## src/common/eth_cfg_pkg.sv

```systemverilog
package eth_cfg_pkg;

    // RAM sizes in bytes
    localparam int TX_RAM_DEPTH   = 256;  // payload pattern RAM
    localparam int CMD_RAM_DEPTH  = 64;   // received command RAM

    // transmit side
    localparam int TX_PAYLOAD_LEN = 16;   // payload bytes per frame
    localparam int SEND_PERIOD    = 64;   // clk_norm cycles between requests

    // receive side
    localparam int ACK_DELAY      = 128;  // cycles before a command is acked

endpackage

```

## src/common/eth_frame_pkg.sv

```systemverilog
package eth_frame_pkg;

    typedef logic [7:0]  byte_t;  // stream and RAM data
    typedef logic [15:0] addr_t;  // RAM byte address
    typedef logic [15:0] len_t;   // byte count
    typedef logic [15:0] port_t;  // UDP port number

    // UDP header is src port, dst port, length, checksum
    localparam int    UDP_HDR_LEN = 8;

    // FPGA side port, source on tx and checked destination on rx
    localparam port_t FPGA_PORT   = 16'd8080;

    // host side port, destination on tx
    localparam port_t HOST_PORT   = 16'd8000;

endpackage

```

## src/rtl/byte_ram.sv

```systemverilog
`timescale 1ns/1ps

module byte_ram
    import eth_frame_pkg::*;
#(
    parameter int DEPTH = 256
) (
    input  logic  clk_norm,
    input  logic  wr_en_i,
    input  addr_t wr_addr_i,
    input  byte_t wr_data_i,
    input  addr_t rd_addr_i,
    output byte_t rd_data_o
);

    byte_t mem [DEPTH];

    always_ff @(posedge clk_norm) begin
        if (wr_en_i) begin
            mem[wr_addr_i[$clog2(DEPTH)-1:0]] <= wr_data_i;
        end
        rd_data_o <= mem[rd_addr_i[$clog2(DEPTH)-1:0]];  // one cycle read latency
    end

    // writers in other blocks must stay inside the array
    assert property (@(posedge clk_norm) wr_en_i |-> (wr_addr_i < DEPTH));

endmodule

```

## src/rtl/payload_fill.sv

```systemverilog
`timescale 1ns/1ps

module payload_fill
    import eth_cfg_pkg::*, eth_frame_pkg::*;
(
    input  logic  clk_norm,
    input  logic  arst_n_i,
    output logic  wr_en_o,
    output addr_t wr_addr_o,
    output byte_t wr_data_o,
    output logic  fill_done_o
);

    assign wr_data_o = byte_t'(wr_addr_o + addr_t'(1));  // address a holds a+1

    always_ff @(posedge clk_norm or negedge arst_n_i) begin
        if (!arst_n_i) begin
            wr_en_o     <= 1'b0;
            wr_addr_o   <= '0;
            fill_done_o <= 1'b0;
        end else if (wr_en_o) begin
            if (wr_addr_o == addr_t'(TX_RAM_DEPTH - 1)) begin
                wr_en_o     <= 1'b0;  // last word written
                fill_done_o <= 1'b1;
            end else begin
                wr_addr_o <= wr_addr_o + addr_t'(1);
            end
        end else if (!fill_done_o) begin
            wr_en_o <= 1'b1;  // start the single pass
        end
    end

endmodule

```

## src/rtl/send_scheduler.sv

```systemverilog
`timescale 1ns/1ps

module send_scheduler
    import eth_cfg_pkg::*, eth_frame_pkg::*;
(
    input  logic  clk_norm,
    input  logic  arst_n_i,
    input  logic  send_en_i,
    input  logic  fill_done_i,
    output logic  req_valid_o,
    input  logic  req_ready_i,
    output addr_t req_addr_o,
    output len_t  req_len_o
);

    len_t  cnt_q;    // period timer
    addr_t start_q;  // start address of the next frame

    assign req_addr_o = start_q;
    assign req_len_o  = len_t'(TX_PAYLOAD_LEN);

    always_ff @(posedge clk_norm or negedge arst_n_i) begin
        if (!arst_n_i) begin
            cnt_q       <= '0;
            start_q     <= '0;
            req_valid_o <= 1'b0;
        end else if (!send_en_i) begin
            cnt_q       <= '0;  // disabled, restart from address 0
            start_q     <= '0;
            req_valid_o <= 1'b0;
        end else if (req_valid_o) begin
            if (req_ready_i) begin
                req_valid_o <= 1'b0;
                start_q     <= start_q + addr_t'(1);
            end
        end else if (fill_done_i) begin
            if (cnt_q == len_t'(SEND_PERIOD - 1)) begin
                req_valid_o <= 1'b1;
                cnt_q       <= '0;
            end else begin
                cnt_q <= cnt_q + len_t'(1);
            end
        end
    end

    // framer may stall, the request must not move under it
    assert property (@(posedge clk_norm) disable iff (!arst_n_i)
        (req_valid_o && !req_ready_i && send_en_i) |=> $stable(req_addr_o));

endmodule

```

## src/udp_tx/udp_tx_framer.sv

```systemverilog
`timescale 1ns/1ps

module udp_tx_framer
    import eth_frame_pkg::*;
(
    input  logic  clk_norm,
    input  logic  arst_n_i,
    input  logic  req_valid_i,
    output logic  req_ready_o,
    input  addr_t req_addr_i,
    input  len_t  req_len_i,
    output addr_t ram_rd_addr_o,
    input  byte_t ram_rd_data_i,
    output logic  tx_valid_o,
    input  logic  tx_ready_i,
    output byte_t tx_data_o,
    output logic  tx_last_o
);

    typedef enum logic [1:0] {ST_IDLE, ST_HDR, ST_PAY} state_t;

    state_t      state_q;
    logic [63:0] hdr_word;
    logic [63:0] hdr_q;     // remaining header bytes, msb first
    len_t        len_q;     // payload length of this frame
    len_t        cnt_q;     // byte index within header or payload
    addr_t       ptr_q;     // address of next payload byte
    logic        out_free;  // output register can take a byte
    logic        load_pay;

    assign req_ready_o = (state_q == ST_IDLE);
    assign out_free    = !tx_valid_o || tx_ready_i;
    assign load_pay    = (state_q == ST_PAY) && out_free && (cnt_q != len_q);
    assign hdr_word    = {FPGA_PORT, HOST_PORT, len_t'(UDP_HDR_LEN) + req_len_i, 16'h0000};

    // prefetch: read data always holds mem[ptr_q]
    assign ram_rd_addr_o = load_pay ? ptr_q + addr_t'(1) : ptr_q;

    always_ff @(posedge clk_norm or negedge arst_n_i) begin
        if (!arst_n_i) begin
            state_q    <= ST_IDLE;
            cnt_q      <= '0;
            len_q      <= '0;
            ptr_q      <= '0;
            tx_valid_o <= 1'b0;
            tx_last_o  <= 1'b0;
        end else begin
            case (state_q)
                ST_IDLE: begin
                    if (req_valid_i) begin
                        tx_valid_o <= 1'b1;  // header byte 0 goes out now
                        cnt_q      <= len_t'(1);
                        len_q      <= req_len_i;
                        ptr_q      <= req_addr_i;
                        state_q    <= ST_HDR;
                    end
                end
                ST_HDR: begin
                    if (out_free) begin
                        if (cnt_q == len_t'(UDP_HDR_LEN - 1)) begin
                            cnt_q   <= '0;
                            state_q <= ST_PAY;
                        end else begin
                            cnt_q <= cnt_q + len_t'(1);
                        end
                    end
                end
                ST_PAY: begin
                    if (load_pay) begin
                        tx_last_o <= (cnt_q == len_q - len_t'(1));
                        cnt_q     <= cnt_q + len_t'(1);
                        ptr_q     <= ptr_q + addr_t'(1);
                    end else if (out_free) begin
                        tx_valid_o <= 1'b0;  // last byte taken
                        tx_last_o  <= 1'b0;
                        state_q    <= ST_IDLE;
                    end
                end
                default: state_q <= ST_IDLE;
            endcase
        end
    end

    always_ff @(posedge clk_norm) begin
        if (req_valid_i && req_ready_o) begin
            tx_data_o <= hdr_word[63:56];
            hdr_q     <= {hdr_word[55:0], 8'h00};
        end else if ((state_q == ST_HDR) && out_free) begin
            tx_data_o <= hdr_q[63:56];
            hdr_q     <= {hdr_q[55:0], 8'h00};
        end else if (load_pay) begin
            tx_data_o <= ram_rd_data_i;
        end
    end

    assert property (@(posedge clk_norm) disable iff (!arst_n_i)
        (tx_valid_o && !tx_ready_i) |=>
            (tx_valid_o && $stable(tx_data_o) && $stable(tx_last_o)));

endmodule

```

## src/udp_rx/udp_rx_parser.sv

```systemverilog
`timescale 1ns/1ps

module udp_rx_parser
    import eth_frame_pkg::*;
(
    input  logic  clk_norm,
    input  logic  arst_n_i,
    input  logic  rx_in_valid_i,
    output logic  rx_in_ready_o,
    input  byte_t rx_in_data_i,
    input  logic  rx_in_last_i,
    output logic  ram_wr_en_o,
    output addr_t ram_wr_addr_o,
    output byte_t ram_wr_data_o,
    output logic  rx_pending_o,
    output len_t  rx_len_o,
    input  logic  rx_ack_i
);

    len_t  hdr_cnt_q;  // header bytes seen, saturates at UDP_HDR_LEN
    len_t  pay_cnt_q;  // payload bytes seen
    port_t dst_port_q;
    logic  accept;
    logic  in_hdr;
    logic  port_ok;
    logic  frame_ok;

    assign rx_in_ready_o = !rx_pending_o;  // hold off input until acked
    assign accept        = rx_in_valid_i && rx_in_ready_o;
    assign in_hdr        = (hdr_cnt_q != len_t'(UDP_HDR_LEN));
    assign port_ok       = (dst_port_q == FPGA_PORT);
    // the last byte may complete the header but not fall short of it
    assign frame_ok      = port_ok && (hdr_cnt_q >= len_t'(UDP_HDR_LEN - 1));

    always_ff @(posedge clk_norm or negedge arst_n_i) begin
        if (!arst_n_i) begin
            hdr_cnt_q    <= '0;
            pay_cnt_q    <= '0;
            dst_port_q   <= '0;
            rx_pending_o <= 1'b0;
            rx_len_o     <= '0;
            ram_wr_en_o  <= 1'b0;
        end else begin
            ram_wr_en_o <= accept && !in_hdr && port_ok;
            if (rx_ack_i) begin
                rx_pending_o <= 1'b0;
            end
            if (accept) begin
                if (in_hdr) begin
                    hdr_cnt_q <= hdr_cnt_q + len_t'(1);
                    if (hdr_cnt_q == len_t'(2)) dst_port_q[15:8] <= rx_in_data_i;
                    if (hdr_cnt_q == len_t'(3)) dst_port_q[7:0]  <= rx_in_data_i;
                end else begin
                    pay_cnt_q <= pay_cnt_q + len_t'(1);
                end
                if (rx_in_last_i) begin
                    hdr_cnt_q <= '0;  // ready for next frame
                    pay_cnt_q <= '0;
                    if (frame_ok) begin
                        rx_pending_o <= 1'b1;
                        rx_len_o     <= in_hdr ? pay_cnt_q : pay_cnt_q + len_t'(1);
                    end
                end
            end
        end
    end

    always_ff @(posedge clk_norm) begin
        ram_wr_addr_o <= addr_t'(pay_cnt_q);  // payload lands from address 0
        ram_wr_data_o <= rx_in_data_i;
    end

    // a waiting command keeps the input held off until its ack
    assert property (@(posedge clk_norm) disable iff (!arst_n_i)
        (rx_pending_o && !rx_ack_i) |=> !rx_in_ready_o);

endmodule

```

## src/rtl/cmd_ack_ctrl.sv

```systemverilog
`timescale 1ns/1ps

module cmd_ack_ctrl
    import eth_cfg_pkg::*;
(
    input  logic clk_norm,
    input  logic arst_n_i,
    input  logic rx_pending_i,
    output logic rx_ack_o
);

    typedef enum logic [1:0] {ST_WAIT, ST_DELAY, ST_ACK, ST_RELEASE} state_t;

    state_t                         state_q;
    logic [$clog2(ACK_DELAY)-1:0]   cnt_q;

    always_ff @(posedge clk_norm or negedge arst_n_i) begin
        if (!arst_n_i) begin
            state_q  <= ST_WAIT;
            cnt_q    <= '0;
            rx_ack_o <= 1'b0;
        end else begin
            case (state_q)
                ST_WAIT: begin
                    cnt_q <= '0;
                    if (rx_pending_i) state_q <= ST_DELAY;
                end
                ST_DELAY: begin
                    cnt_q <= cnt_q + 1'b1;
                    // wait state already used one cycle of the delay
                    if (cnt_q == ($clog2(ACK_DELAY))'(ACK_DELAY - 2)) begin
                        rx_ack_o <= 1'b1;
                        state_q  <= ST_ACK;
                    end
                end
                ST_ACK: state_q <= ST_RELEASE;  // give pending a cycle to drop
                ST_RELEASE: begin
                    if (!rx_pending_i) begin
                        rx_ack_o <= 1'b0;
                        state_q  <= ST_WAIT;
                    end
                end
                default: state_q <= ST_WAIT;
            endcase
        end
    end

endmodule

```

## src/rtl/udp_stream_top.sv

```systemverilog
`timescale 1ns/1ps

module udp_stream_top
    import eth_cfg_pkg::*, eth_frame_pkg::*;
(
    input  logic  clk_norm,
    input  logic  arst_n_i,
    input  logic  send_en_i,
    output logic  tx_valid_o,
    input  logic  tx_ready_i,
    output byte_t tx_data_o,
    output logic  tx_last_o,
    input  logic  rx_in_valid_i,
    output logic  rx_in_ready_o,
    input  byte_t rx_in_data_i,
    input  logic  rx_in_last_i,
    output logic  rx_pending_o,
    output len_t  rx_len_o,
    input  addr_t cmd_rd_addr_i,
    output byte_t cmd_rd_data_o
);

    logic  fill_wr_en;   // payload RAM write side
    addr_t fill_wr_addr;
    byte_t fill_wr_data;
    logic  fill_done;
    logic  req_valid;    // scheduler to framer
    logic  req_ready;
    addr_t req_addr;
    len_t  req_len;
    addr_t tx_rd_addr;
    byte_t tx_rd_data;
    logic  cmd_wr_en;    // parser to command RAM
    addr_t cmd_wr_addr;
    byte_t cmd_wr_data;
    logic  rx_ack;

    payload_fill i_payload_fill (
        .clk_norm, .arst_n_i, .wr_en_o(fill_wr_en), .wr_addr_o(fill_wr_addr),
        .wr_data_o(fill_wr_data), .fill_done_o(fill_done)
    );

    byte_ram #(.DEPTH(TX_RAM_DEPTH)) i_payload_ram (
        .clk_norm, .wr_en_i(fill_wr_en), .wr_addr_i(fill_wr_addr), .wr_data_i(fill_wr_data),
        .rd_addr_i(tx_rd_addr), .rd_data_o(tx_rd_data)
    );

    send_scheduler i_send_scheduler (
        .clk_norm, .arst_n_i, .send_en_i, .fill_done_i(fill_done), .req_valid_o(req_valid),
        .req_ready_i(req_ready), .req_addr_o(req_addr), .req_len_o(req_len)
    );

    udp_tx_framer i_udp_tx_framer (
        .clk_norm, .arst_n_i, .req_valid_i(req_valid), .req_ready_o(req_ready),
        .req_addr_i(req_addr), .req_len_i(req_len), .ram_rd_addr_o(tx_rd_addr),
        .ram_rd_data_i(tx_rd_data), .tx_valid_o, .tx_ready_i, .tx_data_o, .tx_last_o
    );

    udp_rx_parser i_udp_rx_parser (
        .clk_norm, .arst_n_i, .rx_in_valid_i, .rx_in_ready_o, .rx_in_data_i, .rx_in_last_i,
        .ram_wr_en_o(cmd_wr_en), .ram_wr_addr_o(cmd_wr_addr), .ram_wr_data_o(cmd_wr_data),
        .rx_pending_o, .rx_len_o, .rx_ack_i(rx_ack)
    );

    byte_ram #(.DEPTH(CMD_RAM_DEPTH)) i_cmd_ram (
        .clk_norm, .wr_en_i(cmd_wr_en), .wr_addr_i(cmd_wr_addr), .wr_data_i(cmd_wr_data),
        .rd_addr_i(cmd_rd_addr_i), .rd_data_o(cmd_rd_data_o)
    );

    cmd_ack_ctrl i_cmd_ack_ctrl (
        .clk_norm, .arst_n_i, .rx_pending_i(rx_pending_o), .rx_ack_o(rx_ack)
    );

endmodule

```

## config.mk

```make
export PLATFORM = sky130hd
export DESIGN_NAME = udp_stream_top
export DESIGN_NICKNAME = d
export VERILOG_FILES = /design/src/common/eth_cfg_pkg.sv /design/src/common/eth_frame_pkg.sv /design/src/rtl/byte_ram.sv /design/src/rtl/payload_fill.sv /design/src/rtl/send_scheduler.sv /design/src/udp_tx/udp_tx_framer.sv /design/src/udp_rx/udp_rx_parser.sv /design/src/rtl/cmd_ack_ctrl.sv /design/src/rtl/udp_stream_top.sv
export SDC_FILE = /design/constraint.sdc
export NUM_CORES = 2
export LEC_CHECK = 0
export ABC_AREA = 1
export BUFFER_PORTS_ARGS = -buffer_cell sky130_fd_sc_hd__buf_2
export CAP_MARGIN = 40
export CORE_ASPECT_RATIO = 0.8
export CORE_MARGIN = 3
export CORE_UTILIZATION = 50
export DETAILED_ROUTE_END_ITERATION = 8
export PLACE_DENSITY = 0.68
export RECOVER_POWER = 100
export REMOVE_ABC_BUFFERS = 1
export SLEW_MARGIN = 5
export SYNTH_ARGS = -nofsm -noshare
export SYNTH_HDL_FRONTEND = slang
export SYNTH_HIERARCHICAL = 1
export SYNTH_SLANG_ARGS = --single-unit
```

## constraint.sdc

```tcl
create_clock -name clk_norm -period 21.1 [get_ports clk_norm]
set_clock_uncertainty 0.2 [all_clocks]
set_input_delay 1.055 -clock clk_norm [delete_from_list [all_inputs] [get_ports clk_norm]]
set_output_delay 1.055 -clock clk_norm [all_outputs]
set_load 0.02 [all_outputs]
```

=== Yosys cells after proc, flatten, opt, wreduce, memory -nomap -nowiden ===
Memory sizes are Yosys's and may differ from the RTL's. A register that Yosys moved wholly into a read port is not among the register bits.
Cells that the tools add are included.

* Bits of input ports: 30
* Output and inout port bits: 36
* Register bits: 206
* Logic and storage cells: 162
* Memories: 2
* RAM bits: 2560

{| class="wikitable"
|+ Memory list
! memory !! words !! width !! rd ports !! clocked after memory_dff !! wr ports !! line !! source
|-
| i_payload_ram.mem || 256 || 8 || 1 || 1 || 1 || byte_ram.sv:16 || <nowiki>byte_t mem [DEPTH];</nowiki>
|-
| i_cmd_ram.mem || 64 || 8 || 1 || 1 || 1 || byte_ram.sv:16 ||
|}

* Reduce and logical (&&, ||, !) cells: 38
* Magnitude comparators: 1
* Equality and inequality tests: 28
* $add $sub $neg: 9
* Bitwise logic cells: 1
* Multiplexer cells: 56

{| class="wikitable"
|+ Operators by type and width
! kind !! count
|-
| $mux 16 || 17
|-
| $add 16x1->16 const B || 7
|-
| $pmux 16 s3 || 1
|-
| $eq 16x2->1 const B || 2
|-
| $pmux 16 s2 || 1
|-
| $mux 1 || 22
|-
| $reduce_and 3->1 || 6
|-
| $eq 16x13->1 const B || 1
|-
| $eq 16x16->1 || 1
|-
| $eq 16x3->1 const B || 1
|-
| $eq 16x6->1 const B || 1
|-
| $eq 16x8->1 const B || 1
|-
| $ge 16x3->1 const B || 1
|-
| $mux 2 || 8
|-
| $mux 8 || 2
|-
| $ne 16x4->1 const B || 1
|-
| $ne 16x5->1 || 1
|-
| $ne 2x1->1 const B || 8
|-
| $reduce_and 2->1 || 8
|-
| $pmux 7 s2 || 1
|-
| $reduce_bool 2->1 || 6
|-
| $ne 2x2->1 const B || 5
|-
| $logic_and 1x1->1 || 8
|-
| $pmux 2 s4 || 1
|-
| other kinds (14) || 22
|}

=== Depth between registers and ports, before layout ===
* Depth after elaboration: 6
* Gate-level depth with buffers: 26
* Mapped depth without buffers: 21

=== Modules after synthesis ===
Netlist, hierarchy kept.

{| class="wikitable"
|+ Modules (own cells, without submodules)
! module !! sequential area each (µm²) !! cells each !! area an instance (µm²) !! instances
|-
| byte_ram at i_payload_ram || 61659.1 || 7003 || 83396.2 || 1
|-
| byte_ram at i_cmd_ram || 15534.9 || 1805 || 21339.2 || 1
|-
| udp_tx_framer || 2422.3 || 952 || 6262.3 || 1
|-
| udp_rx_parser || 2132.0 || 528 || 4170.2 || 1
|-
| send_scheduler || 825.8 || 298 || 2150.8 || 1
|-
| payload_fill || 450.4 || 153 || 1113.6 || 1
|-
| cmd_ack_ctrl || 250.2 || 83 || 624.3 || 1
|}

=== Worst setup path after synthesis ===
Ideal clock, no wire load.

* Kind: register -> register
* Start: reg i_payload_fill.wr_addr_o[0]
* End: mem i_payload_ram/mem[0][7] (netlist bit), data pin
* Stages on the path, launching flop included: 5
* Arrival: 10058 ps
* Data required time: 19240 ps
* Slack: 9183 ps
* Period minus slack after synthesis: 11917 ps
* Buffers on the path: 0
* Setup time: 1660 ps
* Cell sequence: dfrtp_1 > inv_1 > nor2_1 > nand2_1 > xnor2_1

* Cells in the longest elaborated chain, start to end: 1

{| class="wikitable"
|+ Ends and longest elaborated chain
! item !! line !! source
|-
| start, declared || payload_fill.sv:9 || <nowiki>output addr_t wr_addr_o,</nowiki>
|-
| start signal, assigned || payload_fill.sv:26 || <nowiki>wr_addr_o <= wr_addr_o + addr_t'(1);</nowiki>
|-
| $add 16x1->16 || - ||
|-
| via fill_wr_data[7] || udp_stream_top.sv:25 || <nowiki>byte_t fill_wr_data;</nowiki>
|-
| end, declared || byte_ram.sv:16 ||
|}

The timed path passes the listed nets, and every way through them passes these cells.

=== Worst setup path after layout ===
* Start: reg i_udp_tx_framer.state_q[0]
* End: reg i_payload_ram.rd_data_o[4] (read register of i_payload_ram.mem)

* Cells in the longest elaborated chain, start to end: 4

{| class="wikitable"
|+ Ends and longest elaborated chain
! item !! line !! source
|-
| start, declared || udp_tx_framer.sv:22 || <nowiki>state_t state_q;</nowiki>
|-
| start signal, assigned || udp_tx_framer.sv:41 || <nowiki>state_q <= ST_IDLE;</nowiki>
|-
| start signal, assigned || udp_tx_framer.sv:55 || <nowiki>state_q <= ST_HDR;</nowiki>
|-
| start signal, assigned || udp_tx_framer.sv:62 || <nowiki>state_q <= ST_PAY;</nowiki>
|-
| $eq 2x2->1 || udp_tx_framer.sv:33 || <nowiki>assign load_pay = (state_q == ST_PAY) && out_free && (cnt_q != len_q);</nowiki>
|-
| $logic_and 1x1->1 (2 in a row) || udp_tx_framer.sv:33 ||
|-
| $mux 16 || - ||
|-
| via tx_rd_addr[0] || udp_stream_top.sv:31 || <nowiki>addr_t tx_rd_addr;</nowiki>
|-
| end, declared || byte_ram.sv:13 || <nowiki>output byte_t rd_data_o</nowiki>
|}

The timed path passes the listed nets, and every way through them passes these cells. The select of a mux whose other input is x is not followed.
A chain may end at the register's enable or synchronous reset.

==> results_dict.tcl <==
set metrics [dict create \
    gr-total-overflow 0 \
    grt_pass1_vias 75571 \
    setup_tns_ns 0 \
    hold_path_class "input port to flip-flop" \
    yosysWarnings 6 \
    cts_max_level 5 \
    cts_buffers 277 \
    grt_pass1_wl_um 452000 \
    drc 0 \
    clock-sinks 2801 \
    initial_core_util 0.505 \
    worstMarginPinSlew_ns 7.28 \
    portBuffers 55 \
    maxCapViolCount 48 \
    drtAntennaViolNets 0 \
    r2r_slack_ns 7.49 \
    die_w_um 548 \
    pwr-share-comb 0.012 \
    min_period_ns 13.61 \
    grt_max_degree 238 \
    required_ns 21.67 \
    syn_inst 10610 \
    violations "capacitance limit, slew limit" \
    cts_setup_buffers 0 \
    cts_tree "built" \
    p_per_area_nw_per_um2 84.7 \
    slew_violations 3144 \
    ir_drop_mv 0.0735 \
    hold_viol_final 0 \
    p_leak_nw 45.4 \
    clockRootBuffer "clkbuf_16" \
    cp_max_fo 222 \
    dr.first_iter.drc_count 9729 \
    rows 158 \
    vias 79514 \
    crit_path_start_kind "flip-flop" \
    largest_reg_flops 2048 \
    p_clk_frac 0.433 \
    drive_gt1_frac 0.0510 \
    p_int_mw 8.69 \
    postCtsHoldBufs 1 \
    dpl-instance-area_um2 120000 \
    timing.fmax_mhz 73.5 \
    cts_buffer_depth 4 \
    clkLatencyLatePin_ns 0.84 \
    slew-limit-headroom -3.85 \
    switching_share 0.197 \
    clk_pin_slew_worst_paths_ns 0.06 \
    power_mw 10.8 \
    end_kind "flip-flop" \
    final_area_um2 128000 \
    io_pins 66 \
    coreArea_um2 233000 \
    seqPwrFrac 0.554 \
    p_sw_mw 2.13 \
    totalWireLength_um 297000 \
    vias_per_cell 5.77 \
    worstPathArrival_ns 14.18 \
    n_fill_cell 19421 \
    antenna_found_initial 12 \
    dieArea_um2 241000 \
    dr.pass1.iters 8 \
    dp_hpwl_um 170000 \
    ctsResizeCount 0 \
    wl_per_cell_um 21.6 \
    nNetsFinal 10513 \
    netlist_area_um2 118000 \
    rsz0062_at_grt "false" \
    criticalPathCategory "flip-flop to flip-flop" \
    outcome "finished with violations" \
    grt_usage 0.242 \
    gp_congestion 0.884 \
    syn_to_final_growth_pct 8.61 \
    die_h_um 440 \
    post-route-period-util 0.645 \
    avgSynthCellArea_um2 11.1 \
    setup_viol 0 \
]
## cell type report
class	instances	area (um^2)	share of cell area
diodes	6	15.0	0.000117
clock buffers	338	7420	0.0581
clock inverters	137	1030	0.00809
inverters	235	913	0.00715
multi-input cells	6925	30300	0.237
flip-flops and latches	2801	82700	0.647
well taps	3120	3900	0.0305
repair buffers	221	1470	0.0115
## through the flow
stage / setup WS, ns / hold WS, ns / util / cells
after CTS: 13.84 / 0.0719 / 0.552 / 13773
after global routing: 6.53 / 0.121 / 0.549 / 13777
after detailed placement: 13.89 / 0.245 / 0.516 / 13297
after global placement: 13.00 / 0.243 / 0.512 / 13249
final: 7.49 / 0.170 / 0.549 / 13783
after floorplan: -24.89 / 0.191 / - / 9961
## routing by layer
layer	up-vias	share of wire	global-route usage	wire, um
met5	-	0.000044	0	13
met4	2	0.031	0.0811	9140
met3	586	0.10	0.0413	29800
met2	3784	0.45	0.370	135000
met1	38525	0.42	0.352	124000
li1	36617	-	-	-
## worst max-delay path, cell delays in order, from the launching register on
cell and delay [ns]:
dfrtp_1 0.41, inv_1 0.09, ha_1 0.34, inv_1 0.35, nor2_1 0.73, nand2_1 0.73, nand2_1 0.34, nand2_4 0.35
clkinvlp_2 0.75, buf_16 0.69, clkbuf_1 1.94, clkbuf_1 2.57, clkbuf_1 2.02, buf_16 0.29, nand2_1 0.08, nand3_1 0.09
nand3_1 0.14, nand3_1 0.18, nand3_1 0.11, nand3_1 0.22, nand3_1 0.21, nand2_1 0.22, nand2_1 0.08, nand2_1 0.06
## power by group through the flow
stage | Combinational, mW | Sequential [mW] | Clock, mW
5_1_grt | 0.149 | 5.99 | 4.99
3_5_place_dp | 0.133 | 6.11 | 0
4_1_cts | 0.134 | 5.99 | 4.77
6_report | 0.134 | 6.00 | 4.69
3_3_place_gp | 0.127 | 6.11 | 0
2_1_floorplan | 0.0565 | 6.12 | 0
## cell usage in the layout (no fill, tap or decap), types with 42 or more instances in the layout
cell type / instances
nand2_1: 3388
nand3_1: 2616
edfxtp_1: 2576
nor2_1: 560
clkbuf_16: 286
inv_1: 206
clkbuf_1: 173
dfrtp_1: 163
o21ai_0: 107
buf_4: 65
clkinv_1: 63
dfxtp_1: 57
nand4_1: 51
clkinv_2: 42
## final timing paths
kind / start / end / cells past startpoint
max: i_udp_tx_framer/state_q[0] / i_payload_ram/rd_data_o[4] / 23
min in group asynchronous: arst_n_i / i_udp_rx_parser/dst_port_q[15] / 2
max reg2reg: i_udp_tx_framer/state_q[0] / i_payload_ram/rd_data_o[4] / 23
min: rx_in_data_i[2] / i_udp_rx_parser/ram_wr_data_o[2] / 1
min reg2reg: i_udp_rx_parser/pay_cnt_q[4] / i_udp_rx_parser/ram_wr_addr_o[4] / 0
max in group asynchronous: arst_n_i / i_send_scheduler/cnt_q[15] / 5
Power figures use the tool's default switching activity.
